==> config.mk <==
export PLATFORM = sky130hd
export DESIGN_NAME = mc_io_complex
export DESIGN_NICKNAME = d
export VERILOG_FILES = /design/src/design/mc_io_pkg.sv /design/src/design/mc_tag_programmer.sv /design/src/design/mc_print_stat_decoder.sv /design/src/design/mc_finish_tracker.sv /design/src/design/mc_host_regs.sv /design/src/design/mc_io_complex.sv
export SDC_FILE = /design/constraint.sdc
export NUM_CORES = 1
export LEC_CHECK = 0
export ABC_CLOCK_PERIOD_IN_PS = 8400
export BUFFER_PORTS_ARGS = -buffer_cell sky130_fd_sc_hd__buf_2
export CAP_MARGIN = 20
export CORE_ASPECT_RATIO = 0.8
export CORE_MARGIN = 2
export CORE_UTILIZATION = 41
export DETAILED_ROUTE_END_ITERATION = 10
export GPL_TIMING_DRIVEN = 1
export HOLD_SLACK_MARGIN = 0.03
export PLACE_DENSITY = 0.72
export SLEW_MARGIN = 15
export SYNTH_ARGS = -nofsm -noshare
export SYNTH_HDL_FRONTEND = slang
export SYNTH_SLANG_ARGS = --single-unit
==> constraint.sdc <==
create_clock -name clk_i -period 8.4 [get_ports clk_i]
set_input_delay 0.42 -clock clk_i [delete_from_list [all_inputs] [get_ports clk_i]]
set_output_delay 0.42 -clock clk_i [all_outputs]
set_load 0.05 [all_outputs]
==> src/design/mc_io_pkg.sv <==
`default_nettype none

package mc_io_pkg;

  localparam int DATA_W       = 32;
  localparam int ADDR_W       = 8;
  localparam int NUM_TILES    = 16;
  localparam int TILE_ID_W    = $clog2(NUM_TILES);
  localparam int COUNT_W      = 16;
  localparam int FINISH_CNT_W = $clog2(NUM_TILES) + 1; // must hold 0..16
  localparam int RESET_DEPTH  = 3;
  localparam int TAG_CNT_W    = 4;                      // wide enough for both phases

  typedef logic [DATA_W-1:0]    data_t;
  typedef logic [ADDR_W-1:0]    addr_t;
  typedef logic [TILE_ID_W-1:0] tile_id_t;
  typedef logic [NUM_TILES-1:0] tile_mask_t;
  typedef logic [COUNT_W-1:0]   count_t;

  // host address map, word addresses
  localparam addr_t ADDR_FINISH     = 8'h00;
  localparam addr_t ADDR_PRINT_STAT = 8'h04;
  localparam addr_t ADDR_STATUS     = 8'h08;
  localparam addr_t ADDR_CYCLE      = 8'h0C;

  // status word layout
  localparam int STATUS_ALL_FIN_BIT = 31;
  localparam int STATUS_FIN_LSB     = 16;
  localparam int STATUS_STAT_LSB    = 0;

  typedef enum logic [1:0] {
    IDLE,
    SHIFT,
    HOLD,
    RUN
  } tag_state_e;

endpackage

`default_nettype wire

==> src/design/mc_tag_programmer.sv <==
`timescale 1ns/100ps
`default_nettype none

module mc_tag_programmer (
  input  logic                  clk_i,
  input  logic                  rst_n_i,
  input  mc_io_pkg::tile_mask_t tile_enable_i,
  output logic                  tag_en_o,
  output logic                  tag_data_o,
  output logic                  tag_done_o,
  output logic                  core_reset_o
);

  import mc_io_pkg::*;

  tag_state_e           state_r;
  logic [TAG_CNT_W-1:0] cnt_r;
  tile_mask_t           shift_r;

  always_ff @(posedge clk_i or negedge rst_n_i) begin
    if (!rst_n_i) begin
      state_r <= IDLE;
      cnt_r   <= '0;
    end else begin
      case (state_r)
        IDLE: begin
          state_r <= SHIFT;
          cnt_r   <= '0;
        end
        SHIFT: begin
          if (cnt_r == TAG_CNT_W'(NUM_TILES - 1)) begin
            state_r <= HOLD;
            cnt_r   <= '0; // reused for the reset delay
          end else begin
            cnt_r <= cnt_r + 1'b1;
          end
        end
        HOLD: begin
          if (cnt_r == TAG_CNT_W'(RESET_DEPTH - 1)) begin
            state_r <= RUN;
          end else begin
            cnt_r <= cnt_r + 1'b1;
          end
        end
        default: state_r <= RUN;
      endcase
    end
  end

  // lsb goes out first
  always_ff @(posedge clk_i) begin
    if (state_r == IDLE) begin
      shift_r <= tile_enable_i;
    end else if (state_r == SHIFT) begin
      shift_r <= shift_r >> 1;
    end
  end

  assign tag_en_o     = (state_r == SHIFT);
  assign tag_data_o   = shift_r[0];
  assign tag_done_o   = (state_r == HOLD) || (state_r == RUN);
  assign core_reset_o = (state_r != RUN);

endmodule

`default_nettype wire

==> src/design/mc_print_stat_decoder.sv <==
`timescale 1ns/100ps
`default_nettype none

module mc_print_stat_decoder (
  input  logic              clk_i,
  input  logic              rst_n_i,
  input  logic              core_reset_i,
  input  logic              wr_accept_i,
  input  mc_io_pkg::addr_t  adr_i,
  input  mc_io_pkg::data_t  dat_i,
  output logic              print_stat_v_o,
  output mc_io_pkg::data_t  print_stat_tag_o,
  output mc_io_pkg::count_t stat_count_o
);

  import mc_io_pkg::*;

  logic   hit;
  logic   stat_v_r;
  data_t  tag_r;
  count_t stat_cnt_r;

  // ignored while the cores are held in reset
  assign hit = wr_accept_i && (adr_i == ADDR_PRINT_STAT) && !core_reset_i;

  always_ff @(posedge clk_i or negedge rst_n_i) begin
    if (!rst_n_i) begin
      stat_v_r   <= 1'b0;
      stat_cnt_r <= '0;
    end else if (core_reset_i) begin
      stat_v_r   <= 1'b0;
      stat_cnt_r <= '0;
    end else begin
      stat_v_r <= hit;
      if (hit) begin
        stat_cnt_r <= stat_cnt_r + 1'b1;
      end
    end
  end

  always_ff @(posedge clk_i) begin
    if (hit) begin
      tag_r <= dat_i;
    end
  end

  assign print_stat_v_o   = stat_v_r;
  assign print_stat_tag_o = tag_r;
  assign stat_count_o     = stat_cnt_r;

endmodule

`default_nettype wire

==> src/design/mc_finish_tracker.sv <==
`timescale 1ns/100ps
`default_nettype none

module mc_finish_tracker (
  input  logic                                clk_i,
  input  logic                                rst_n_i,
  input  logic                                core_reset_i,
  input  mc_io_pkg::tile_mask_t               tile_enable_i,
  input  logic                                wr_accept_i,
  input  mc_io_pkg::addr_t                    adr_i,
  input  mc_io_pkg::data_t                    dat_i,
  output logic                                all_finished_o,
  output logic [mc_io_pkg::FINISH_CNT_W-1:0]  finish_count_o
);

  import mc_io_pkg::*;

  tile_id_t                tile_id;
  tile_mask_t              mask_r;
  tile_mask_t              mask_nxt;
  logic                    all_fin_r;
  logic [FINISH_CNT_W-1:0] pop;

  assign tile_id = dat_i[TILE_ID_W-1:0];

  always_comb begin
    mask_nxt = mask_r;
    if (wr_accept_i && (adr_i == ADDR_FINISH) && tile_enable_i[tile_id]) begin
      mask_nxt[tile_id] = 1'b1; // repeats are harmless
    end
  end

  // flag looks at the next mask so it lands one cycle after the ack
  always_ff @(posedge clk_i or negedge rst_n_i) begin
    if (!rst_n_i) begin
      mask_r    <= '0;
      all_fin_r <= 1'b0;
    end else if (core_reset_i) begin
      mask_r    <= '0;
      all_fin_r <= 1'b0;
    end else begin
      mask_r    <= mask_nxt;
      all_fin_r <= (mask_nxt == tile_enable_i) && (|tile_enable_i);
    end
  end

  always_comb begin
    pop = '0;
    for (int i = 0; i < NUM_TILES; i++) begin
      pop = pop + FINISH_CNT_W'(mask_r[i]);
    end
  end

  assign all_finished_o = all_fin_r;
  assign finish_count_o = pop;

endmodule

`default_nettype wire

==> src/design/mc_host_regs.sv <==
`timescale 1ns/100ps
`default_nettype none

module mc_host_regs (
  input  logic                                clk_i,
  input  logic                                rst_n_i,
  input  logic                                core_reset_i,
  input  logic                                wb_cyc_i,
  input  logic                                wb_stb_i,
  input  logic                                wb_we_i,
  input  mc_io_pkg::addr_t                    wb_adr_i,
  output logic                                wb_ack_o,
  output mc_io_pkg::data_t                    wb_dat_o,
  output logic                                wr_accept_o,
  input  mc_io_pkg::count_t                   stat_count_i,
  input  logic [mc_io_pkg::FINISH_CNT_W-1:0]  finish_count_i,
  input  logic                                all_finished_i
);

  import mc_io_pkg::*;

  logic   ack_r;
  count_t cycle_r;
  data_t  status;

  // one ack per request, never back to back
  always_ff @(posedge clk_i or negedge rst_n_i) begin
    if (!rst_n_i) begin
      ack_r <= 1'b0;
    end else begin
      ack_r <= wb_cyc_i && wb_stb_i && !ack_r;
    end
  end

  always_ff @(posedge clk_i or negedge rst_n_i) begin
    if (!rst_n_i) begin
      cycle_r <= '0;
    end else if (core_reset_i) begin
      cycle_r <= '0;
    end else if (cycle_r != '1) begin
      cycle_r <= cycle_r + 1'b1; // saturating
    end
  end

  always_comb begin
    status = '0;
    status[STATUS_ALL_FIN_BIT] = all_finished_i;
    status[STATUS_FIN_LSB +: FINISH_CNT_W] = finish_count_i;
    status[STATUS_STAT_LSB +: COUNT_W] = stat_count_i;
  end

  always_comb begin
    case (wb_adr_i)
      ADDR_STATUS: wb_dat_o = status;
      ADDR_CYCLE:  wb_dat_o = DATA_W'(cycle_r);
      default:     wb_dat_o = '0;
    endcase
  end

  assign wb_ack_o    = ack_r;
  assign wr_accept_o = ack_r && wb_we_i; // decoders match their own addresses

endmodule

`default_nettype wire

==> src/design/mc_io_complex.sv <==
`timescale 1ns/100ps
`default_nettype none

module mc_io_complex (
  input  logic                  clk_i,
  input  logic                  rst_n_i,
  input  mc_io_pkg::tile_mask_t tile_enable_i,
  input  logic                  wb_cyc_i,
  input  logic                  wb_stb_i,
  input  logic                  wb_we_i,
  input  mc_io_pkg::addr_t      wb_adr_i,
  input  mc_io_pkg::data_t      wb_dat_i,
  output mc_io_pkg::data_t      wb_dat_o,
  output logic                  wb_ack_o,
  output logic                  tag_en_o,
  output logic                  tag_data_o,
  output logic                  tag_done_o,
  output logic                  core_reset_o,
  output logic                  print_stat_v_o,
  output mc_io_pkg::data_t      print_stat_tag_o,
  output logic                  all_finished_o
);

  import mc_io_pkg::*;

  logic                    wr_accept;
  count_t                  stat_count;
  logic [FINISH_CNT_W-1:0] finish_count;

  mc_tag_programmer tag_prog_i (
    .clk_i         (clk_i),
    .rst_n_i       (rst_n_i),
    .tile_enable_i (tile_enable_i),
    .tag_en_o      (tag_en_o),
    .tag_data_o    (tag_data_o),
    .tag_done_o    (tag_done_o),
    .core_reset_o  (core_reset_o)
  );

  mc_print_stat_decoder print_stat_i (
    .clk_i            (clk_i),
    .rst_n_i          (rst_n_i),
    .core_reset_i     (core_reset_o),
    .wr_accept_i      (wr_accept),
    .adr_i            (wb_adr_i),
    .dat_i            (wb_dat_i),
    .print_stat_v_o   (print_stat_v_o),
    .print_stat_tag_o (print_stat_tag_o),
    .stat_count_o     (stat_count)
  );

  mc_finish_tracker finish_i (
    .clk_i          (clk_i),
    .rst_n_i        (rst_n_i),
    .core_reset_i   (core_reset_o),
    .tile_enable_i  (tile_enable_i),
    .wr_accept_i    (wr_accept),
    .adr_i          (wb_adr_i),
    .dat_i          (wb_dat_i),
    .all_finished_o (all_finished_o),
    .finish_count_o (finish_count)
  );

  mc_host_regs host_regs_i (
    .clk_i          (clk_i),
    .rst_n_i        (rst_n_i),
    .core_reset_i   (core_reset_o),
    .wb_cyc_i       (wb_cyc_i),
    .wb_stb_i       (wb_stb_i),
    .wb_we_i        (wb_we_i),
    .wb_adr_i       (wb_adr_i),
    .wb_ack_o       (wb_ack_o),
    .wb_dat_o       (wb_dat_o),
    .wr_accept_o    (wr_accept),
    .stat_count_i   (stat_count),
    .finish_count_i (finish_count),
    .all_finished_i (all_finished_o)
  );

endmodule

`default_nettype wire

==> results.txt, run 1 <==
Initial Utilization = 42.0%
Avg Cell Area, Syn = 10.8 µm²
RSZ-0062 raised after global routing = false
CP Max Fanout = 4
initial antenna violation count = 0
Max Cap Viol = 0
Peak Freq = 0.203 GHz
vias in the first global route = 4,327
fin crit share = 58.6%
die area = 0.0149 mm²
worst r2r path cells = 6
Worst R2R Setup Slack = 5900 ps
Overflow after GRT = 0
post-CTS setup buffer count = 0
detailed-route wire length per cell = 17.0 µm
Area Growth Syn to Fin = 17.8%
asr flop ratio synth = 54.3%
Post-DP HPWL = 10.6 mm
area of the multi-input gates = 0.00260 mm²
Leak = 2.85 nW
post-CTS resize count = 0
H-tree depth = 3
synth top area cells = edfxtp_1 (25%), dfrtp_1 (25%), nor2_1 (4.5%)
chip height = 110 µm
Ys Warns = 0
crit path from = finish_i.mask_r[0]$_DFF_PN0_
first-pass detailed-route iteration total = 5
post-route setup TNS = 0 ps
clk_skew = 12.2 ps
pwr dens = 150 mW/mm²
number of synthesized flops with an enable pin = 48
sequential share of the synthesized area = 50.2%
Port Buffers = 121
WP data arrival = 4500 ps
slew at the pin with the worst max-slew slack = 865 ps
Final ANT Viol Nets = 0
hold_buf cts = 0
Synth cell types = 64
CP Capture Point = wb_dat_o[20]
Core Footprint = 0.0136 mm²
ant diodes = 0
area share of the largest cell type after synthesis = 25.2%
clock root buffer = clkbuf_16
cells after synthesis = 529
Total Wirelength = 14.1 mm
crit path kind = reg -> out
min cycle time layout = 4920 ps
area leader, netlist = edfxtp_1
max-slew violation count = 0
drt initial violations = 307
CP Data Required Time = 7980 ps
first-pass GRT wire length = 21.8 mm
Relative slew margins = 41.8%
register area = 0.00287 mm²
CP max stage cell = fa_1
largest net degree at the start of global routing = 58
Power Total = 1.01 mW
commonest cells in the synthesized netlist = nor2_1 (68), dfrtp_1 (57), edfxtp_1 (48)
CP max stage delay = 530 ps
status = finished clean
clock transition at the registers of the reported paths = 80 ps
drc violations = 0
fraction of layout cells with a size suffix above 1 = 26.7%
Die Wd = 136 µm
GRT Util Overall = 19.0%
count leader, synth = nor2_1
Final GP Congestion = 0.913
via density per instance = 5.39
total CTS buffers = 9
Clock Path Buffers = 2
#FFs+latches synth = 105
Worst R2R End = finish_i.all_finished_o$_DFF_PN0_
synthesized cell area = 0.00571 mm²
clock sink total = 105
critical path launch point type = flip-flop
Filler Cells Inserted = 1,260
Main synth FF type = dfrtp_1
Final Hold Fails = 0
CTS tree = done
final setup vio count = 0
VDD IR max = 0.0000941 V
hold crit path type = in -> async
routed vias = 4,466
reg-to-reg critical path startpoint = tag_prog_i.state_r[0]$_DFFE_PN0P_
Clk Latency, worst-skew pair = 350 ps
worst path cell trace = ha_1 > inv_1 > fa_1 > fa_1 > fa_1 > fa_1 > fa_1 > fa_1 > nor2b_1 > o21ai_0 > nor3_1 > buf_2
Crit path top cell by count = fa_1
row count = 38
fin nets = 729
I/O pin cnt = 132
crit path capture type = output pin
critical path: cells and delay by family, from the launching register on:
| family | cells | cell delay, ps |
|---|---|---|
| adders and majority gates | 7 | 3000 |
| DFF | 1 | 420 |
| buffers and inverters | 2 | 360 |
| and+or+nand+nor | 2 | 270 |
| AOI/OAI and AO/OA | 1 | 90 |
how the worst min path moves through the flow:
stage,from,end,depth (start not counted)
after detailed placement,host_regs_i.wb_ack_o$_DFF_PN0_,host_regs_i.wb_ack_o$_DFF_PN0_,1
after global routing,wb_dat_i[12],print_stat_i.print_stat_tag_o[12]$_DFFE_PP_,1
after global placement,host_regs_i.wb_ack_o$_DFF_PN0_,host_regs_i.wb_ack_o$_DFF_PN0_,1
final,rst_n_i,print_stat_i.stat_count_o[10]$_DFFE_PN0P_,2
after floorplan,rst_n_i,finish_i.all_finished_o$_DFF_PN0_,0
after CTS,wb_dat_i[12],print_stat_i.print_stat_tag_o[12]$_DFFE_PP_,1
cells in the final DEF, fill, tap and decap left out, types with 8 or more instances in the layout:
cell	instances
o21ai_0	17
inv_1	33
xor2_1	17
mux2i_1	21
nand4_1	14
fa_1	10
nand2_1	23
edfxtp_1	48
buf_2	121
nor2_1	68
clkbuf_16	9
dfrtp_1	57
nor4_1	8
ha_1	15
mux2_2	18
nand2b_1	17
conb_1	10
a21oi_1	28
nand3_1	14
nor3_1	9
power breakdown:
part | switching (mW) | total, mW | internal [mW]
Clock | 0.199 | 0.406 | 0.207
Combinational | 0.0475 | 0.0699 | 0.0223
Sequential | 0.000398 | 0.537 | 0.536
through the flow:
| stage | hold slack, ps | area [µm²] | worst slack, ps | std cells | util [%] |
|---|---|---|---|---|---|
| global route | 236 | 6730 | 3250 | 828 | 49.5 |
| finish | 207 | 6730 | 3480 | 828 | 49.5 |
| detailed placement | 460 | 6440 | 3870 | 812 | 47.3 |
| global placement | 439 | 6440 | 3870 | 812 | 47.3 |
| CTS | 238 | 6730 | 3470 | 828 | 49.5 |
| floorplan | 124 | 5750 | 3040 | 538 | - |
routing by layer:
| metal | GRT usage [%] | share of wire [%] | vias to the layer above |
|---|---|---|---|
| li1 | - | - | 2095 |
| met1 | 24.6 | 44 | 2134 |
| met5 | 0 | 0 | - |
| met3 | 3.69 | 7.7 | 28 |
| met4 | 7.07 | 2.2 | 0 |
| met2 | 31.9 | 46 | 209 |
cell families after synthesis:
family,synth area share (%)
AND/OR/NAND/NOR,18.2
AO/OA/AOI/OAI,8.43
other,0.0656
multiplexers,8.01
flip-flops,50.2
buffers and inverters,4.95
XOR/XNOR,3.37
adder cells (fa/ha/maj),6.79
area by class of cell:
type	count	share of cell area, %
repair buffers	123	9.22
clock inverters	7	0.967
clock buffers	9	3.35
multi-input cells	370	38.6
flip-flops and latches	105	42.6
inverters	34	1.90
well taps	180	3.35
flip-flops by register name, indices dropped and copies added (netlist names):
| register | cells |
|---|---|
| finish_i.all_finished_o | 1 |
| finish_i.mask_r | 16 |
| host_regs_i.cycle_r | 16 |
| host_regs_i.wb_ack_o | 1 |
| print_stat_i.print_stat_tag_o | 32 |
| print_stat_i.print_stat_v_o | 1 |
| print_stat_i.stat_count_o | 16 |
| tag_prog_i.cnt_r | 4 |
| tag_prog_i.shift_r | 16 |
| tag_prog_i.state_r | 2 |
Power figures use the tool's default switching activity.
==> inputs of run 2 (changes only) <==
Settings changed: ABC_AREA set to 1, ABC_CLOCK_PERIOD_IN_PS 8400 to 4830.
Clock period 8.4 ns to 4.83 ns, I/O delays scaled along.
==> results.txt, run 2 <==
post-route setup TNS = 0 ps (unchanged)
dpl ws = 491 ps (was 3870 ps)
H-tree depth = 3 (unchanged)
worst setup margin = 283 ps (was 3480 ps)
clock root buffer = clkbuf_16 (unchanged)
CP Data Required Time = 4590 ps (was 7980 ps)
Synth cell types = 38 (was 64)
hold crit path type = in -> async (unchanged)
CTS tree = done (unchanged)
Post-DP HPWL = 10.5 mm (was 10.6 mm)
pwr dens = 276 mW/mm² (was 150 mW/mm²)
clk_skew = 8.36 ps (was 12.2 ps)
fin crit share = 94.1%
crit path kind = reg -> out (unchanged)
Area Growth Syn to Fin = 18.9% (was 17.8%)
crit path from = finish_i.mask_r[0]$_DFF_PN0_ (unchanged)
Final GP Congestion = 0.920 (was 0.913)
Leak = 3.29 nW (was 2.85 nW)
Port Buffers = 121 (unchanged)
area share of the largest cell type after synthesis = 25.0% (was 25.2%)
post-CTS setup buffer count = 0 (unchanged)
status = finished clean (unchanged)
Int Power = 1.48 mW (was 0.766 mW)
count leader, synth = nand2_1 (was nor2_1)
vias in the first global route = 4,381 (was 4,327)
Ys Warns = 0 (unchanged)
Max Cap Viol = 0 (unchanged)
Initial Utilization = 42.2% (was 42.0%)
most frequent cells in the layout = nand2_1 (146), buf_2 (120), inv_1 (107), nor2_1 (71), dfrtp_1 (57) (was buf_2 (121), nor2_1 (68), dfrtp_1 (57), edfxtp_1 (48), inv_1 (33))
Switch Pwr = 0.415 mW (was 0.247 mW)
crit path capture type = output pin (unchanged)
Relative slew margins = 37.6% (was 41.8%)
detailed-route wire length per cell = 14.2 µm (was 17.0 µm)
#FFs+latches synth = 105 (unchanged)
clock sink total = 105 (unchanged)
clock network power share = 44.4% (was 40.1%)
hold slack final = 34.8 ps (was 207 ps)
largest net degree at the start of global routing = 58 (unchanged)
RSZ-0062 raised after global routing = false (unchanged)
Flop pwr share = 49.4% (was 53.0%)
Final ANT Viol Nets = 0 (unchanged)
Final Hold Fails = 0 (unchanged)
final non-filler cell total = 983 (was 828)
clock transition at the registers of the reported paths = 70 ps (was 80 ps)
synth top area cells = edfxtp_1 (25%), dfrtp_1 (25%), nand2_1 (9.5%) (was edfxtp_1 (25%), dfrtp_1 (25%), nor2_1 (4.5%))
critical path launch point type = flip-flop (unchanged)
VDD IR max = 0.000181 V (was 0.0000941 V)
drt initial violations = 321 (was 307)
worst r2r path cells = 10 (was 6)
area leader, netlist = edfxtp_1 (unchanged)
number of synthesized flops with an enable pin = 48 (unchanged)
Overflow after GRT = 0 (unchanged)
CP Max Fanout = 2 (was 4)
routed vias = 4,874 (was 4,466)
drc violations = 0 (unchanged)
fraction of layout cells with a size suffix above 1 = 19.8% (was 26.7%)
Die Wd = 137 µm (was 136 µm)
chip height = 110 µm (about the same)
total CTS buffers = 9 (unchanged)
first-pass detailed-route iteration total = 5 (unchanged)
cells after synthesis = 677 (was 529)
reg-to-reg critical path startpoint = tag_prog_i.state_r[0]$_DFFE_PN0P_ (unchanged)
Clk Latency, worst-skew pair = 350 ps (about the same)
Main synth FF type = dfrtp_1 (unchanged)
die area = 0.0150 mm² (was 0.0149 mm²)
max FFs per register = 32 (unchanged)
first-pass GRT wire length = 21.9 mm (was 21.8 mm)
row count = 38 (unchanged)
asr flop ratio synth = 54.3% (unchanged)
switching share of power = 21.9% (was 24.3%)
Core Footprint = 0.0136 mm² (about the same)
final setup vio count = 0 (unchanged)
max-slew violation count = 0 (unchanged)
I/O pin cnt = 132 (unchanged)
Power Total = 1.89 mW (was 1.01 mW)
GRT Util Overall = 18.9% (was 19.0%)
Avg Cell Area, Syn = 8.51 µm² (was 10.8 µm²)
Clock Path Buffers = 2 (unchanged)
WP data arrival = 4310 ps (was 4500 ps)
initial antenna violation count = 1 (was 0)
Comb pwr share = 6.2% (was 6.9%)
sequential share of the synthesized area = 49.8% (was 50.2%)
min cycle time layout = 4550 ps
leading cell type in the layout, fill and taps excluded = nand2_1 (was buf_2)
Peak Freq = 0.220 GHz
fin nets = 883 (was 729)
via density per instance = 4.96 (was 5.39)
slew at the pin with the worst max-slew slack = 936 ps (was 865 ps)
Total Wirelength = 13.9 mm (was 14.1 mm)
commonest cells in the synthesized netlist = nand2_1 (146), inv_1 (107), nor2_1 (72) (was nor2_1 (68), dfrtp_1 (57), edfxtp_1 (48))
dpl cells = 966 (was 812)
synthesized cell area = 0.00576 mm² (was 0.00571 mm²)
## run 2: changes by cell type after synthesis, moves of 10 or more
cell,change
o22ai_1,+10
xor2_1,-15
nand3_1,+22
mux2_2,-18
nand2b_1,-17
mux2i_1,-21
nand2_1,+123
a21oi_1,+27
o21ai_0,+15
inv_1,+74
## run 2: layout make-up
class	count	area, µm²
fill	1279	6800
timing repair buffer	124	634
clock buffer	10	229
inverter	110	413
multi-input combinational	447	2360
antenna	1	2.50
clock inverter	6	115
tap	180	225
sequential	105	2870
## run 2: metal layers
layer | vias up | GRT usage (%) | wire [µm]
met2 | 186 | 29.1 | 6140
li1 | 2428 | - | -
met5 | - | 0 | 0
met4 | 0 | 4.69 | 99
met3 | 9 | 4.85 | 1200
met1 | 2251 | 26.7 | 6480
## run 2: logic make-up after synthesis
kind of cell / after synthesis / share of synthesized area [%]
AOI/OAI and AO/OA: 112 / 10.5
other: 1 / 0.0651
and+or+nand+nor: 298 / 22.7
adders and majority gates: 25 / 6.73
buffers and inverters: 134 / 9.95
xor gates and xnor gates: 2 / 0.304
DFF: 105 / 49.8
## run 2: per-stage QoR
| step | cell area, µm² | utilization (%) |
|---|---|---|
| final | 6850 | 50.2 |
| after global routing | 6850 | 50.2 |
| after CTS | 6840 | 50.1 |
| after detailed placement | 6490 | 47.6 |
| after global placement | 6490 | 47.6 |
| after floorplan | 5790 | - |
## run 2: what timing repair did
action,in CTS,in global routing
endpoints found under the setup margin,0,1
endpoints found under the hold margin,0,0
resized for setup,0,4
hold buffers,0,0
## run 2: power groups by stage
| stage | logic (mW) | registers, mW | clock network [mW] |
|---|---|---|---|
| finish | 0.118 | 0.933 | 0.840 |
| detailed placement | 0.117 | 0.952 | 0 |
| global route | 0.132 | 0.933 | 0.904 |
| global placement | 0.117 | 0.952 | 0 |
| CTS | 0.118 | 0.933 | 0.863 |
| floorplan | 0.0714 | 0.954 | 0 |
## run 2: worst max-delay path, stage by stage (launching register included)
cell	delay (ps)
dfrtp_1	380
ha_1	290
inv_1	80
fa_1	430
fa_1	490
fa_1	530
fa_1	430
fa_2	360
fa_1	360
inv_1	80
nand2_1	50
inv_1	60
o21ai_0	70
nor2_1	160
buf_6	190
## run 2: final timing paths
kind                                                                to  slack, ps
max reg2reg                          finish_i.all_finished_o$_DFF_PN0_       2390
max                                                       wb_dat_o[20]        280
min in group clk_i         print_stat_i.print_stat_tag_o[10]$_DFFE_PP_         60
max in group asynchronous                 finish_i.mask_r[3]$_DFF_PN0_       4300
min reg2reg                             host_regs_i.wb_ack_o$_DFF_PN0_        440
min                                host_regs_i.cycle_r[14]$_DFFE_PN0P_         30
